--- config.mk ---
export PLATFORM = sky130hd
export DESIGN_NAME = fb_burst_arbiter_flat
export DESIGN_NICKNAME = d
export VERILOG_FILES = /design/src/rtl/fb_cfg_pkg.sv /design/src/rtl/fb_mem_pkg.sv /design/src/rtl/fb_burst_if.sv /design/src/rtl/fb_burst_arbiter.sv /design/src/flat_wrapper.sv
export SDC_FILE = /design/constraint.sdc
export NUM_CORES = 1
export LEC_CHECK = 0
export BUFFER_PORTS_ARGS = -buffer_cell sky130_fd_sc_hd__buf_2
export CORE_UTILIZATION = 50
export CTS_BUF_LIST = sky130_fd_sc_hd__clkbuf_8
export DETAILED_ROUTE_END_ITERATION = 12
export PLACE_DENSITY = 0.72
export REMOVE_ABC_BUFFERS = 1
export SETUP_SLACK_MARGIN = 0.15
export SKIP_CTS_REPAIR_TIMING = 1
export SLEW_MARGIN = 20
export SYNTH_ARGS = -nofsm -noshare
export SYNTH_HDL_FRONTEND = slang
export SYNTH_SLANG_ARGS = --single-unit
export TNS_END_PERCENT = 1
--- constraint.sdc ---
create_clock -name clk -period 2.8 [get_ports clk]
set_input_delay 0.7 -clock clk [delete_from_list [all_inputs] [get_ports clk]]
set_output_delay 0.7 -clock clk [all_outputs]
set_load 0.005 [all_outputs]
--- src/rtl/fb_cfg_pkg.sv ---
//**********************************************************************
// frame buffer configuration package
// widths, the pixel/address/length types, the register map and the
// configuration struct handed from the APB registers to the arbiter
//**********************************************************************
package fb_cfg_pkg;

    localparam int ADDR_W = 12;   // word address, msb is the page bit
    localparam int DATA_W = 16;
    localparam int LEN_W  = 6;
    localparam int CNT_W  = 7;    // holds 0..64

    typedef logic [ADDR_W-1:0] addr_t;
    typedef logic [LEN_W-1:0]  len_t;
    typedef logic [DATA_W-1:0] pix_t;
    typedef logic [CNT_W-1:0]  cnt_t;

    typedef struct packed {
        addr_t wr_min;
        addr_t wr_max;
        addr_t rd_min;
        addr_t rd_max;
        len_t  wr_len;
        len_t  rd_len;
        logic  enable;
        logic  pingpong;
    } fb_cfg_t;

    // apb byte offsets
    typedef enum logic [7:0] {
        CTRL   = 8'h00,
        WR_MIN = 8'h04,
        WR_MAX = 8'h08,
        RD_MIN = 8'h0C,
        RD_MAX = 8'h10,
        LEN    = 8'h14,   // wr len in 5..0, rd len in 13..8
        STATUS = 8'h18    // read only
    } reg_addr_e;

endpackage

--- src/rtl/fb_mem_pkg.sv ---
//**********************************************************************
// burst memory package
// arbiter state encoding and the direction of a burst command
//**********************************************************************
package fb_mem_pkg;

    typedef enum logic [1:0] {
        IDLE,    // waiting for the enable bit
        READY,   // free to pick the next burst
        WRITE,
        READ
    } arb_state_e;

    typedef enum logic {
        DIR_WR,  // write fifo -> ram
        DIR_RD   // ram -> read fifo
    } burst_dir_e;

endpackage

--- src/rtl/fb_burst_if.sv ---
//**********************************************************************
// burst command interface between arbiter and burst memory
// req/dir/addr/len held by the arbiter until the one-cycle finish
//**********************************************************************
`timescale 1ns/1ps

interface fb_burst_if;

    logic                   req;
    fb_mem_pkg::burst_dir_e dir;
    fb_cfg_pkg::addr_t      addr;
    fb_cfg_pkg::len_t       len;
    logic                   finish;   // one cycle after the last word

    modport arb (
        output req, dir, addr, len,
        input  finish
    );

    modport mem (
        input  req, dir, addr, len,
        output finish
    );

endinterface

--- src/rtl/fb_burst_arbiter.sv ---
//**********************************************************************
// burst arbiter
// issues write bursts when the write FIFO holds one, read bursts when
// the read FIFO has room, wraps both windows and flips ping-pong pages
//**********************************************************************
`timescale 1ns/1ps

module fb_burst_arbiter #(
    parameter int FIFO_DEPTH = 64
) (
    input  logic                clk,
    input  logic                rst_n,
    input  fb_cfg_pkg::fb_cfg_t cfg,
    input  logic                wr_load,
    input  logic                rd_load,
    input  fb_cfg_pkg::cnt_t    wfifo_count,
    input  fb_cfg_pkg::cnt_t    rfifo_count,
    fb_burst_if.arb             bus,
    output logic                wr_page,
    output logic                rd_page,
    output logic [7:0]          wr_frames,
    output logic [7:0]          rd_frames
);

    localparam int AW = fb_cfg_pkg::ADDR_W;

    fb_mem_pkg::arb_state_e state;
    logic wr_load_q, rd_load_q;
    logic wr_rise, rd_rise;
    logic wr_pend, rd_pend;      // frame start seen, not yet applied
    logic rd_armed;              // no reads before the first read frame start
    logic wr_take, rd_take;
    logic pp_q;
    fb_cfg_pkg::addr_t wr_cnt, rd_cnt;
    fb_cfg_pkg::addr_t wr_min_q, wr_max_q, rd_min_q, rd_max_q;
    fb_cfg_pkg::len_t  wr_len_q, rd_len_q;
    fb_cfg_pkg::cnt_t  rf_room;
    fb_cfg_pkg::addr_t wr_addr_pg, rd_addr_pg;

    assign wr_rise = wr_load && !wr_load_q;
    assign rd_rise = rd_load && !rd_load_q;
    assign rf_room = fb_cfg_pkg::cnt_t'(FIFO_DEPTH) - rfifo_count;

    // page replaces the address msb in ping-pong mode
    assign wr_addr_pg = pp_q ? {wr_page, wr_cnt[AW-2:0]} : wr_cnt;
    assign rd_addr_pg = pp_q ? {rd_page, rd_cnt[AW-2:0]} : rd_cnt;

    // config is taken on leaving IDLE and when a frame start is applied
    assign wr_take = cfg.enable && (state == fb_mem_pkg::IDLE ||
                     (state == fb_mem_pkg::READY && wr_pend));
    assign rd_take = cfg.enable && (state == fb_mem_pkg::IDLE ||
                     (state == fb_mem_pkg::READY && !wr_pend && rd_pend));

    always_ff @(posedge clk or negedge rst_n) begin
        if (!rst_n) begin
            wr_load_q <= 1'b0;
            rd_load_q <= 1'b0;
            wr_min_q  <= '0;
            wr_max_q  <= '0;
            wr_len_q  <= '0;
            rd_min_q  <= '0;
            rd_max_q  <= '0;
            rd_len_q  <= '0;
            pp_q      <= 1'b0;
        end else begin
            wr_load_q <= wr_load;
            rd_load_q <= rd_load;
            if (wr_take) begin
                wr_min_q <= cfg.wr_min;
                wr_max_q <= cfg.wr_max;
                wr_len_q <= cfg.wr_len;
                pp_q     <= cfg.pingpong;
            end
            if (rd_take) begin
                rd_min_q <= cfg.rd_min;
                rd_max_q <= cfg.rd_max;
                rd_len_q <= cfg.rd_len;
            end
        end
    end

    //******************************************************************
    // burst FSM
    //******************************************************************
    always_ff @(posedge clk or negedge rst_n) begin
        if (!rst_n) begin
            state     <= fb_mem_pkg::IDLE;
            bus.req   <= 1'b0;
            bus.dir   <= fb_mem_pkg::DIR_WR;
            bus.addr  <= '0;
            bus.len   <= '0;
            wr_cnt    <= '0;
            rd_cnt    <= '0;
            wr_pend   <= 1'b0;
            rd_pend   <= 1'b0;
            rd_armed  <= 1'b0;
            wr_page   <= 1'b0;
            rd_page   <= 1'b0;
            wr_frames <= '0;
            rd_frames <= '0;
        end else begin
            case (state)
                fb_mem_pkg::IDLE: begin
                    if (cfg.enable)
                        state <= fb_mem_pkg::READY;
                end
                fb_mem_pkg::READY: begin
                    if (!cfg.enable) begin
                        state <= fb_mem_pkg::IDLE;
                    end else if (wr_pend) begin
                        wr_pend <= 1'b0;                // write restart holds this slot
                    end else if (rd_pend) begin
                        rd_pend  <= 1'b0;
                        rd_armed <= 1'b1;
                    end else if (rd_armed && rd_cnt >= rd_max_q) begin
                        rd_cnt    <= rd_min_q;          // read frame end
                        rd_page   <= ~wr_page;
                        rd_frames <= rd_frames + 1'b1;
                    end else if (wr_cnt >= wr_max_q) begin
                        wr_cnt    <= wr_min_q;          // write frame end
                        wr_page   <= ~wr_page;
                        wr_frames <= wr_frames + 1'b1;
                    end else if (wr_len_q != '0 && wfifo_count >= fb_cfg_pkg::cnt_t'(wr_len_q)) begin
                        state    <= fb_mem_pkg::WRITE;
                        bus.req  <= 1'b1;
                        bus.dir  <= fb_mem_pkg::DIR_WR;
                        bus.addr <= wr_addr_pg;
                        bus.len  <= wr_len_q;
                    end else if (rd_armed && rd_len_q != '0 &&
                                 rf_room >= fb_cfg_pkg::cnt_t'(rd_len_q)) begin
                        state    <= fb_mem_pkg::READ;
                        bus.req  <= 1'b1;
                        bus.dir  <= fb_mem_pkg::DIR_RD;
                        bus.addr <= rd_addr_pg;
                        bus.len  <= rd_len_q;
                    end
                end
                fb_mem_pkg::WRITE: begin
                    if (bus.finish) begin
                        state   <= fb_mem_pkg::READY;
                        bus.req <= 1'b0;
                        wr_cnt  <= wr_cnt + fb_cfg_pkg::addr_t'(bus.len);
                    end
                end
                fb_mem_pkg::READ: begin
                    if (bus.finish) begin
                        state   <= fb_mem_pkg::READY;
                        bus.req <= 1'b0;
                        rd_cnt  <= rd_cnt + fb_cfg_pkg::addr_t'(bus.len);
                    end
                end
                default: state <= fb_mem_pkg::IDLE;
            endcase
            if (wr_take)
                wr_cnt <= cfg.wr_min;
            if (rd_take)
                rd_cnt <= cfg.rd_min;
            if (wr_rise)
                wr_pend <= 1'b1;   // a new edge wins over the clear above
            if (rd_rise)
                rd_pend <= 1'b1;
        end
    end

    // memory relies on a fixed start address for the whole burst
    a_addr_stable: assert property (@(posedge clk) disable iff (!rst_n)
        bus.req && $past(bus.req) |-> $stable(bus.addr))
        else $error("burst address changed while req held");

endmodule

--- src/flat_wrapper.sv ---
// flat-port wrapper written by rule: the top's interface ports become plain ports
module fb_burst_arbiter_flat 
#(
    parameter int FIFO_DEPTH = 64
)
  (clk, rst_n, cfg, wr_load, rd_load, wfifo_count, rfifo_count, wr_page, rd_page, wr_frames, rd_frames, bus_req, bus_dir, bus_addr, bus_len, bus_finish);
  fb_burst_if bus_i ();
  input  logic clk;
  input  logic rst_n;
  input  fb_cfg_pkg::fb_cfg_t cfg;
  input  logic wr_load;
  input  logic rd_load;
  input  fb_cfg_pkg::cnt_t wfifo_count;
  input  fb_cfg_pkg::cnt_t rfifo_count;
  output logic wr_page;
  output logic rd_page;
  output logic [7:0] wr_frames;
  output logic [7:0] rd_frames;
  output wire logic [$bits(bus_i.req)-1:0] bus_req;
  output wire logic [$bits(bus_i.dir)-1:0] bus_dir;
  output wire logic [$bits(bus_i.addr)-1:0] bus_addr;
  output wire logic [$bits(bus_i.len)-1:0] bus_len;
  input wire logic [$bits(bus_i.finish)-1:0] bus_finish;
  assign bus_req = bus_i.req;
  assign bus_dir = bus_i.dir;
  assign bus_addr = bus_i.addr;
  assign bus_len = bus_i.len;
  assign bus_i.finish = bus_finish;
  fb_burst_arbiter #(.FIFO_DEPTH(FIFO_DEPTH)) u_core (.clk(clk), .rst_n(rst_n), .cfg(cfg), .wr_load(wr_load), .rd_load(rd_load), .wfifo_count(wfifo_count), .rfifo_count(rfifo_count), .bus(bus_i), .wr_page(wr_page), .rd_page(rd_page), .wr_frames(wr_frames), .rd_frames(rd_frames));
endmodule
==> results of run 1 <==
[final cells by class]
type / instances / area, um^2 / area share [%]
Timing Repair Buffer: 177 / 1080 / 12.2
Multi-Input combinational cell: 559 / 3770 / 42.5
Clock buffer: 19 / 262 / 2.95
Clock inverter: 10 / 73.8 / 0.832
Sequential cell: 130 / 3250 / 36.7
Tap cell: 180 / 225 / 2.54
Inverter: 52 / 203 / 2.29
[report_power, final]
part	switching (W)	internal, W	total (W)
Sequential	0.000431	0.00241	0.00284
Combinational	0.00192	0.00170	0.00362
Clock	0.000702	0.000715	0.00142
Total	0.00305	0.00483	0.00788
[state kept, by name (all words and copies together), names as in the netlist]
name,flops
u_core.wr_pend,1
u_core.rd_load_q,1
u_core.rd_max_q,12
u_core.bus.addr,12
u_core.state,2
u_core.wr_cnt,12
u_core.wr_len_q,6
u_core.rd_armed,1
u_core.bus.len,6
u_core.rd_min_q,12
u_core.wr_frames,8
u_core.rd_pend,1
u_core.rd_frames,8
u_core.rd_len_q,6
u_core.rd_page,1
u_core.rd_cnt,12
u_core.bus.dir,1
u_core.wr_page,1
u_core.wr_min_q,12
u_core.pp_q,1
u_core.bus.req,1
u_core.wr_load_q,1
u_core.wr_max_q,12
[logic make-up after synthesis]
group	after synthesis
flip-flops	130
multiplexers	35
adder cells (fa/ha/maj)	53
AND/OR/NAND/NOR	270
AO/OA/AOI/OAI	175
XOR/XNOR	23
buffers and inverters	78
[per-layer routing]
| layer | GRT usage (%) | up-vias |
|---|---|---|
| met5 | 0 | - |
| met4 | 7.47 | 0 |
| met3 | 5.38 | 30 |
| met2 | 40.4 | 173 |
| met1 | 34.3 | 2894 |
| li1 | - | 3008 |
[through the flow]
| step | hold slack, ns | area, um^2 | power [W] | utilization [%] |
|---|---|---|---|---|
| after floorplan | 0.400 | 7090 | 0.00492 | - |
| after global placement | 0.402 | 8360 | 0.00620 | 59.7 |
| after detailed placement | 0.415 | 8360 | 0.00628 | 59.7 |
| after CTS | 0.148 | 8690 | 0.00774 | 62.1 |
| after global routing | 0.154 | 8870 | 0.00845 | 63.4 |
| final | 0.161 | 8870 | 0.00788 | 63.4 |
[worst max-delay path, delay by kind of cell]
family / cells / cell delay (ns)
AO/OA/AOI/OAI: 3 / 0.43
multiplexers: 1 / 0.31
AND/OR/NAND/NOR: 3 / 0.77
buffers and inverters: 3 / 0.30
XOR/XNOR: 1 / 0.15
adder cells (fa/ha/maj): 2 / 0.43
[worst min-delay path by stage]
stage                                      to  slack (ns)  cells after the start
5_1_grt        u_core.rd_len_q[1]$_DFFE_PN0P_        0.15                      1
3_5_place_dp       u_core.wr_pend$_DFFE_PN0P_        0.42                      1
4_1_cts            u_core.wr_pend$_DFFE_PN0P_        0.15                      1
3_3_place_gp       u_core.wr_pend$_DFFE_PN0P_        0.40                      1
2_1_floorplan  u_core.bus.addr[0]$_DFFE_PN0P_        0.40                      0
6_report       u_core.rd_len_q[1]$_DFFE_PN0P_        0.16                      1
[cell usage in the layout (no fill, tap or decap), drive strengths merged, types with 10 or more instances in the layout]
cell type  count
nand3         15
a31oi         10
a21oi         23
nand4         10
xnor2         15
inv           56
nand2        177
ha            51
nand2b        11
mux2          32
nor2b         10
buf          177
nor2          18
o21ai         73
dfrtp        130
clkbuf        19
==> flow_summary.json, run 1 <==
{
  "setup_slack_ns": 0.0385,
  "dr_wl_met3_mm": 1.09,
  "synth-adder-area-share_pct": 9.39,
  "yosysWarnings": 0,
  "crit_path_end": "u_core.bus.addr[5]$_DFFE_PN0P_",
  "grt_pass1_wl_mm": 28.4,
  "worstPathCellList": "buf_6, inv_4, ha_4, or3b_4, xor2_1, ha_1, nand2_1, o21ai_2, a211oi_2, o21ai_2, buf_6, and4_4, mux2_4",
  "fmax_mhz": 362,
  "final_nets": 1071,
  "synth-compound-area-share_pct": 15.8,
  "drt_wl_total_mm": 18.3,
  "ys_ff_latch": 130,
  "final-setup-viol-count": 0,
  "r2r_end": "u_core.rd_cnt[2]$_DFFE_PN0P_",
  "die_w_um": 122,
  "worst_ir_drop_vdd_v": 0.000567,
  "drt_pass1_iterations": 5,
  "drive_gt1_share_pct": 27.0,
  "cts.sinks": 130,
  "path_clk_slew_ns": 0.07,
  "synth_cell_types": 63,
  "vias": 6105,
  "wirelength_met1_mm": 8.36,
  "vias_per_cell": 5.42,
  "clockBufferDepth": 2,
  "syn_area_mm2": 0.00722,
  "drcViolationCount": 0,
  "insertion_delay_ns": 0.44,
  "synth-async-reset-ratio_pct": 100,
  "wl_met2_mm": 8.48,
  "ant_nets": 0,
  "synth.most_common_cell": "nand2_1",
  "holdCritPathClass": "in2async",
  "yosysTopAreaCellShare_pct": 45.1,
  "gp_congestion": 0.861,
  "worst_slew_pin_slew_ns": 0.611,
  "end_kind": "register",
  "diodes": 0,
  "clock-root-buffer": "clkbuf_8",
  "grt_max_degree": 48,
  "initial_core_util_pct": 51.6,
  "layoutNonFillerInstCount": 1127,
  "hold_viol_final": 0,
  "worst-r2r-setup-slack_ns": 0.15,
  "top_layer_used": "met4",
  "synthMuxAreaShare_pct": 5.68,
  "synthXorXnorAreaFrac_pct": 2.79,
  "cts_tree": "yes",
  "cpPeakStageDelay_ns": 0.38,
  "drtIter0Drc": 486,
  "die_area_mm2": 0.0149,
  "synth-simple-area-share_pct": 16.8,
  "dpl_worst_slack_ns": -0.473,
  "skew_ns": 0.0102,
  "dp_hpwl_mm": 13.1,
  "routedWlPerCell_um": 16.2,
  "status": "completed",
  "synth_common_cells": "nand2_1 (177), dfrtp_1 (130), o21ai_0 (67), inv_1 (52), ha_1 (51)",
  "grt-ovfl-total": 0,
  "ys_top_cells_by_area": "dfrtp_1 (45%), nand2_1 (9.2%), ha_1 (8.8%), o21ai_0 (4.6%), inv_1 (2.7%)",
  "crit_fanout": 5,
  "antenna_found_initial": 0,
  "io_pins": 119,
  "synth_top_cell_by_area": "dfrtp_1",
  "arrival_ns": 3.08,
  "grt_setup_unrepaired": "yes",
  "synth_seq_area_share_pct": 45.1,
  "synth.avg_cell_area_um2": 9.45,
  "dp_cells": 1090,
  "relSlewSlack_pct": 59.2,
  "cpMaxStageDelayCell": "or3b_4",
  "netlist_instances": 764,
  "core-area_mm2": 0.0140,
  "timing.rr.start": "u_core.rd_max_q[0]$_DFFE_PN0P_",
  "synth_top_family_by_area": "simple AND/OR/NAND/NOR gates",
  "dieHeight_um": 122,
  "fin_crit_sh_pct": 98.6,
  "power.leakage_nw": 4.55,
  "cts.htree.levels": 4,
  "area_delta_synth_final_pct": 22.8,
  "worstPathRequired_ns": 3.12,
  "rows": 43,
  "synth-main-ff-cell": "dfrtp_1",
  "max_cap_violations": 0,
  "power_density_mw_per_mm2": 889,
  "drv_slew": 0,
  "nFillCells": 1242,
  "port_buffers": 118,
  "track_usage_pct": 25.2,
  "grt_pass1_vias": 5651,
  "critical_path_class": "in2reg",
  "finalCriticalPeriod_ns": 2.76,
  "crit_start": "rfifo_count[1]",
  "synth_edf_count": 0,
  "reg2reg_depth": 10,
  "start_kind": "primary input",
  "cts-buffers-inserted": 17,
  "finalSetupTns_ns": 0
}
(Power assumes the default switching activity.)
==> run 2: changes to the inputs <==
--- a/config.mk
+++ b/config.mk
@@ -6,10 +6,10 @@
 export NUM_CORES = 1
 export LEC_CHECK = 0
 export BUFFER_PORTS_ARGS = -buffer_cell sky130_fd_sc_hd__buf_2
-export CORE_UTILIZATION = 50
+export CORE_UTILIZATION = 59
 export CTS_BUF_LIST = sky130_fd_sc_hd__clkbuf_8
 export DETAILED_ROUTE_END_ITERATION = 12
-export PLACE_DENSITY = 0.72
+export PLACE_DENSITY = 0.83
 export REMOVE_ABC_BUFFERS = 1
 export SETUP_SLACK_MARGIN = 0.15
 export SKIP_CTS_REPAIR_TIMING = 1
==> run 2 against run 1 <==
Against the previous run: setup slack improved by 0.019 ns; first-iteration DRC count increased by 1.4%; wire length decreased by 0.50%; clock skew decreased by 0.0022 ns; design area decreased by 0.31%; largest power group unchanged.
==> flow_summary.json, run 2 (synthesized netlist as in run 1, its figures left out) <==
{
  "routedWlPerCell_um": 16.8,
  "cts.htree.levels": 4,
  "drcViolationCount": 0,
  "power_density_mw_per_mm2": 935,
  "finalCriticalPeriod_ns": 2.74,
  "worstPathRequired_ns": 3.15,
  "hold_slack_ns": 0.183,
  "start_kind": "primary input",
  "nFillCells": 873,
  "cts_tree": "yes",
  "grt-ovfl-total": 0,
  "drv_slew": 0,
  "diodes": 0,
  "initial_core_util_pct": 60.4,
  "status": "completed",
  "port_buffers": 118,
  "max_cap_violations": 0,
  "hold_viol_final": 0,
  "antenna_found_initial": 0,
  "track_usage_pct": 29.9,
  "multi_input_area_mm2": 0.00375,
  "clockBufferDepth": 2,
  "arrival_ns": 3.09,
  "cts-buffers-inserted": 17,
  "holdCritPathClass": "in2async",
  "fmax_mhz": 365,
  "skew_ns": 0.00804,
  "seq_area_mm2": 0.00325,
  "critical_path_class": "in2reg",
  "stdcell_area_mm2": 0.00884,
  "core-area_mm2": 0.0120,
  "layout_common_cells": "nand2_1 (176), dfrtp_1 (130), buf_2 (115)",
  "drive_gt1_share_pct": 25.9,
  "crit_fanout": 5,
  "drtIter0Drc": 493,
  "path_buf_inv": 2,
  "area_delta_synth_final_pct": 22.5,
  "clock-root-buffer": "clkbuf_8",
  "ant_nets": 0,
  "gp_congestion": 0.839,
  "io_pins": 119,
  "power.leakage_nw": 4.53,
  "dieHeight_um": 113,
  "grt_max_degree": 52,
  "grt_setup_unrepaired": "yes",
  "final_nets": 1055,
  "reg2reg_depth": 9,
  "dpl-instance-area_mm2": 0.00826,
  "cpMaxStageDelayCell": "or3b_4",
  "mostFrequentLayoutCell": "nand2_1",
  "die_w_um": 113,
  "end_kind": "register",
  "fin_util_pct": 73.9,
  "crit_family": "simple AND/OR/NAND/NOR gates",
  "cpPeakStageDelay_ns": 0.37,
  "vias": 6204,
  "die_area_mm2": 0.0127,
  "cpMostUsedCell": "o21ai_2",
  "worst_ir_drop_vdd_v": 0.000367,
  "vias_per_cell": 5.74,
  "dpl_worst_slack_ns": -0.472,
  "grt_pass1_vias": 6040,
  "fin_crit_sh_pct": 97.9,
  "rows": 40,
  "path_depth": 12,
  "path_clk_slew_ns": 0.07,
  "setup_slack_ns": 0.0579,
  "grt_pass1_wl_mm": 29.1,
  "relSlewSlack_pct": 55.6,
  "dp_hpwl_mm": 12.9,
  "drt_pass1_iterations": 10,
  "worst_slew_pin_slew_ns": 0.665,
  "insertion_delay_ns": 0.46,
  "drt_wl_total_mm": 18.2,
  "final-setup-viol-count": 0,
  "cts.sinks": 130,
  "worstPathCellList": "buf_6, inv_4, ha_4, or3b_4, xor2_1, ha_1, nand2_2, o21ai_2, a211oi_2, o21ai_2, and4_4, mux2_2"
}
run 2: changes by cell type in the layout (fill, tap and decap cells not counted), moves of 2 or more:
cell        change
bufinv_16       +4
clkinvlp_4      +2
inv_1           -3
mux2_1          +5
buf_4          -17
buf_12          +3
mux2_4          -5
run 2: metal layers:
layer | part of all wire (%) | vias to the layer above | track usage (%)
met5 | 0 | - | 0
met3 | 7.1 | 49 | 7.02
li1 | - | 2978 | -
met4 | 3.0 | 0 | 13.1
met1 | 42 | 2933 | 38.3
met2 | 48 | 244 | 48.5
run 2: through the flow:
step	total power, W	setup TNS (ns)	cells
global route	0.00881	0	1081
finish	0.00826	0	1081
global placement	0.00608	-7.67	1045
detailed placement	0.00624	-9.24	1045
floorplan	0.00492	-11.22	738
CTS	0.00812	0	1077
run 2: worst paths after layout:
kind	from	endpoint	slack, ns
setup / recovery	rfifo_count[1]	u_core.bus.addr[0]$_DFFE_PN0P_	0.06
hold reg to reg	u_core.wr_load_q$_DFF_PN0_	u_core.wr_pend$_DFFE_PN0P_	0.42
setup reg to reg	u_core.rd_cnt[3]$_DFFE_PN0P_	u_core.rd_cnt[11]$_DFFE_PN0P_	0.16
hold / removal	rst_n	u_core.wr_max_q[8]$_DFFE_PN0P_	0.18
min in group clk	wr_load	u_core.wr_load_q$_DFF_PN0_	0.36
max in group asynchronous	rst_n	u_core.bus.addr[4]$_DFFE_PN0P_	2.00
run 2: report_power, final:
part / total (W) / internal (W) / switching, W
logic: 0.00352 / 0.00163 / 0.00189
clock network: 0.00186 / 0.00108 / 0.000780
registers: 0.00288 / 0.00241 / 0.000467
total: 0.00826 / 0.00512 / 0.00314
run 2: area by class of cell:
type / count / share of cell area [%]
Multi-Input combinational cell: 559 / 42.5
Tap cell: 147 / 2.08
Clock buffer: 18 / 2.80
Timing Repair Buffer: 161 / 11.2
Sequential cell: 130 / 36.8
Clock inverter: 14 / 2.38
Inverter: 52 / 2.26
==> run 3: changes to the inputs <==
--- a/config.mk
+++ b/config.mk
@@ -9,7 +9,7 @@
 export CORE_UTILIZATION = 59
 export CTS_BUF_LIST = sky130_fd_sc_hd__clkbuf_8
 export DETAILED_ROUTE_END_ITERATION = 12
-export PLACE_DENSITY = 0.83
+export PLACE_DENSITY = 0.85
 export REMOVE_ABC_BUFFERS = 1
 export SETUP_SLACK_MARGIN = 0.15
 export SKIP_CTS_REPAIR_TIMING = 1
==> run 3 against run 2 <==
Against the previous run: flip-flop and latch count unchanged; design area about the same; worst hold slack lost 0.0084 ns; maximum frequency decreased by 1.5%; global-route usage shrank 0.12 points; wire length increased by 2.0%; final cell count stayed put; core utilization increased by 0.052 points; clock power increased by 2%; sequential share of layout area hardly changed.
==> flow_summary.json, run 3 (synthesized netlist as in run 1, its figures left out) <==
{
  "initial_core_util_pct": 60.4,
  "diodes": 0,
  "io_pins": 119,
  "area_delta_synth_final_pct": 22.5,
  "hold_viol_final": 0,
  "crit_fanout": 5,
  "finalSetupTns_ns": 0,
  "cts.htree.levels": 4,
  "layout_common_cells": "nand2_1 (176), dfrtp_1 (130), buf_2 (117)",
  "grt_max_degree": 52,
  "path_clk_slew_ns": 0.09,
  "worst_slew_pin_slew_ns": 0.727,
  "ant_nets": 0,
  "finalCriticalPeriod_ns": 2.78,
  "status": "completed",
  "antenna_found_initial": 0,
  "grt_setup_unrepaired": "yes",
  "final-setup-viol-count": 0,
  "max_cap_violations": 0,
  "skew_ns": 0.0129,
  "grt_pass1_wl_mm": 29.1,
  "worst_ir_drop_vdd_v": 0.000525,
  "fmax_mhz": 359,
  "setup_slack_ns": 0.0159,
  "power.leakage_nw": 4.52,
  "cpPeakStageDelay_ns": 0.39,
  "cts.sinks": 130,
  "drt_pass1_iterations": 5,
  "cpMostUsedCell": "o21ai_2",
  "mostFrequentLayoutCell": "nand2_1",
  "design_power_total_w": 0.00834,
  "worstPathRequired_ns": 3.16,
  "drcViolationCount": 0,
  "relSlewSlack_pct": 51.4,
  "grt_pass1_vias": 5947,
  "arrival_ns": 3.14,
  "stdcell_area_mm2": 0.00885,
  "critical_path_class": "in2reg",
  "grt-ovfl-total": 0,
  "dp_hpwl_mm": 13.1,
  "drv_slew": 0,
  "track_usage_pct": 29.7,
  "clock-root-buffer": "clkbuf_8",
  "cts_tree": "yes",
  "final_nets": 1055,
  "core-area_mm2": 0.0120,
  "start_kind": "primary input",
  "end_kind": "register",
  "holdCritPathClass": "in2async",
  "insertion_delay_ns": 0.48,
  "rows": 40,
  "fin_util_pct": 74.0,
  "vias_per_cell": 5.80,
  "drtIter0Drc": 548,
  "clockBufferDepth": 2,
  "power_density_mw_per_mm2": 943,
  "dieHeight_um": 113,
  "die_w_um": 113,
  "cpMaxStageDelayCell": "and4_4",
  "fin_crit_sh_pct": 99.4,
  "gp_congestion": 0.871,
  "drive_gt1_share_pct": 27.0,
  "dpl_worst_slack_ns": -0.514,
  "die_area_mm2": 0.0127,
  "dpl-instance-area_mm2": 0.00824,
  "routedWlPerCell_um": 17.2,
  "cts-buffers-inserted": 17,
  "drt_wl_total_mm": 18.5,
  "worstPathCellList": "buf_2, inv_2, ha_4, or3b_4, xor2_1, ha_1, nand2_2, o21ai_2, a211oi_2, o21ai_2, and4_4, mux2_4",
  "vias": 6272,
  "port_buffers": 118
}
[run 3: final cells by class]
type,count,area [um^2]
inverter,52,195
timing repair buffer,161,957
clock inverter,15,230
fill,851,3110
sequential,130,3250
tap,147,184
multi-input combinational,559,3790
clock buffer,17,234
[run 3: per-layer routing]
| metal | part of all wire (%) | vias to the layer above | wire [um] | GRT usage (%) |
|---|---|---|---|---|
| li1 | - | 2979 | - | - |
| met1 | 42 | 2971 | 7750 | 39.3 |
| met2 | 48 | 270 | 8970 | 47.5 |
| met3 | 6.9 | 52 | 1290 | 5.62 |
| met4 | 2.9 | 0 | 547 | 14.2 |
| met5 | 0 | - | 0 | 0 |
[run 3: through the flow]
stage	hold slack, ns	std cells
after global placement	0.402	1045
after global routing	0.205	1081
after floorplan	0.400	738
after detailed placement	0.411	1045
final	0.175	1081
after CTS	0.187	1077
[run 3: critical path, delay by kind of cell]
family / cells / cell delay [ns]
buffers and inverters: 2 / 0.18
AO/OA/AOI/OAI: 3 / 0.48
XOR/XNOR: 1 / 0.16
multiplexers: 1 / 0.32
adder cells (fa/ha/maj): 2 / 0.46
AND/OR/NAND/NOR: 3 / 0.83
[run 3: worst paths after layout]
| path | cells past startpoint | startpoint | slack, ns | end |
|---|---|---|---|---|
| setup / recovery | 12 | rfifo_count[0] | 0.02 | u_core.bus.dir$_DFFE_PN0P_ |
| hold / removal | 1 | rst_n | 0.17 | u_core.wr_cnt[6]$_DFFE_PN0P_ |
| setup reg to reg | 9 | u_core.rd_cnt[0]$_DFFE_PN0P_ | 0.24 | u_core.wr_cnt[4]$_DFFE_PN0P_ |
| hold reg to reg | 1 | u_core.wr_load_q$_DFF_PN0_ | 0.41 | u_core.wr_pend$_DFFE_PN0P_ |
| max in group asynchronous | 2 | rst_n | 1.99 | u_core.rd_frames[1]$_DFFE_PN0P_ |
| min in group clk | 1 | rd_load | 0.35 | u_core.rd_load_q$_DFF_PN0_ |
[run 3: power breakdown]
group	leakage [nW]	internal (W)	switching, W
Sequential	1.63	0.00241	0.000479
Combinational	2.66	0.00163	0.00192
Clock	0.229	0.00107	0.000831
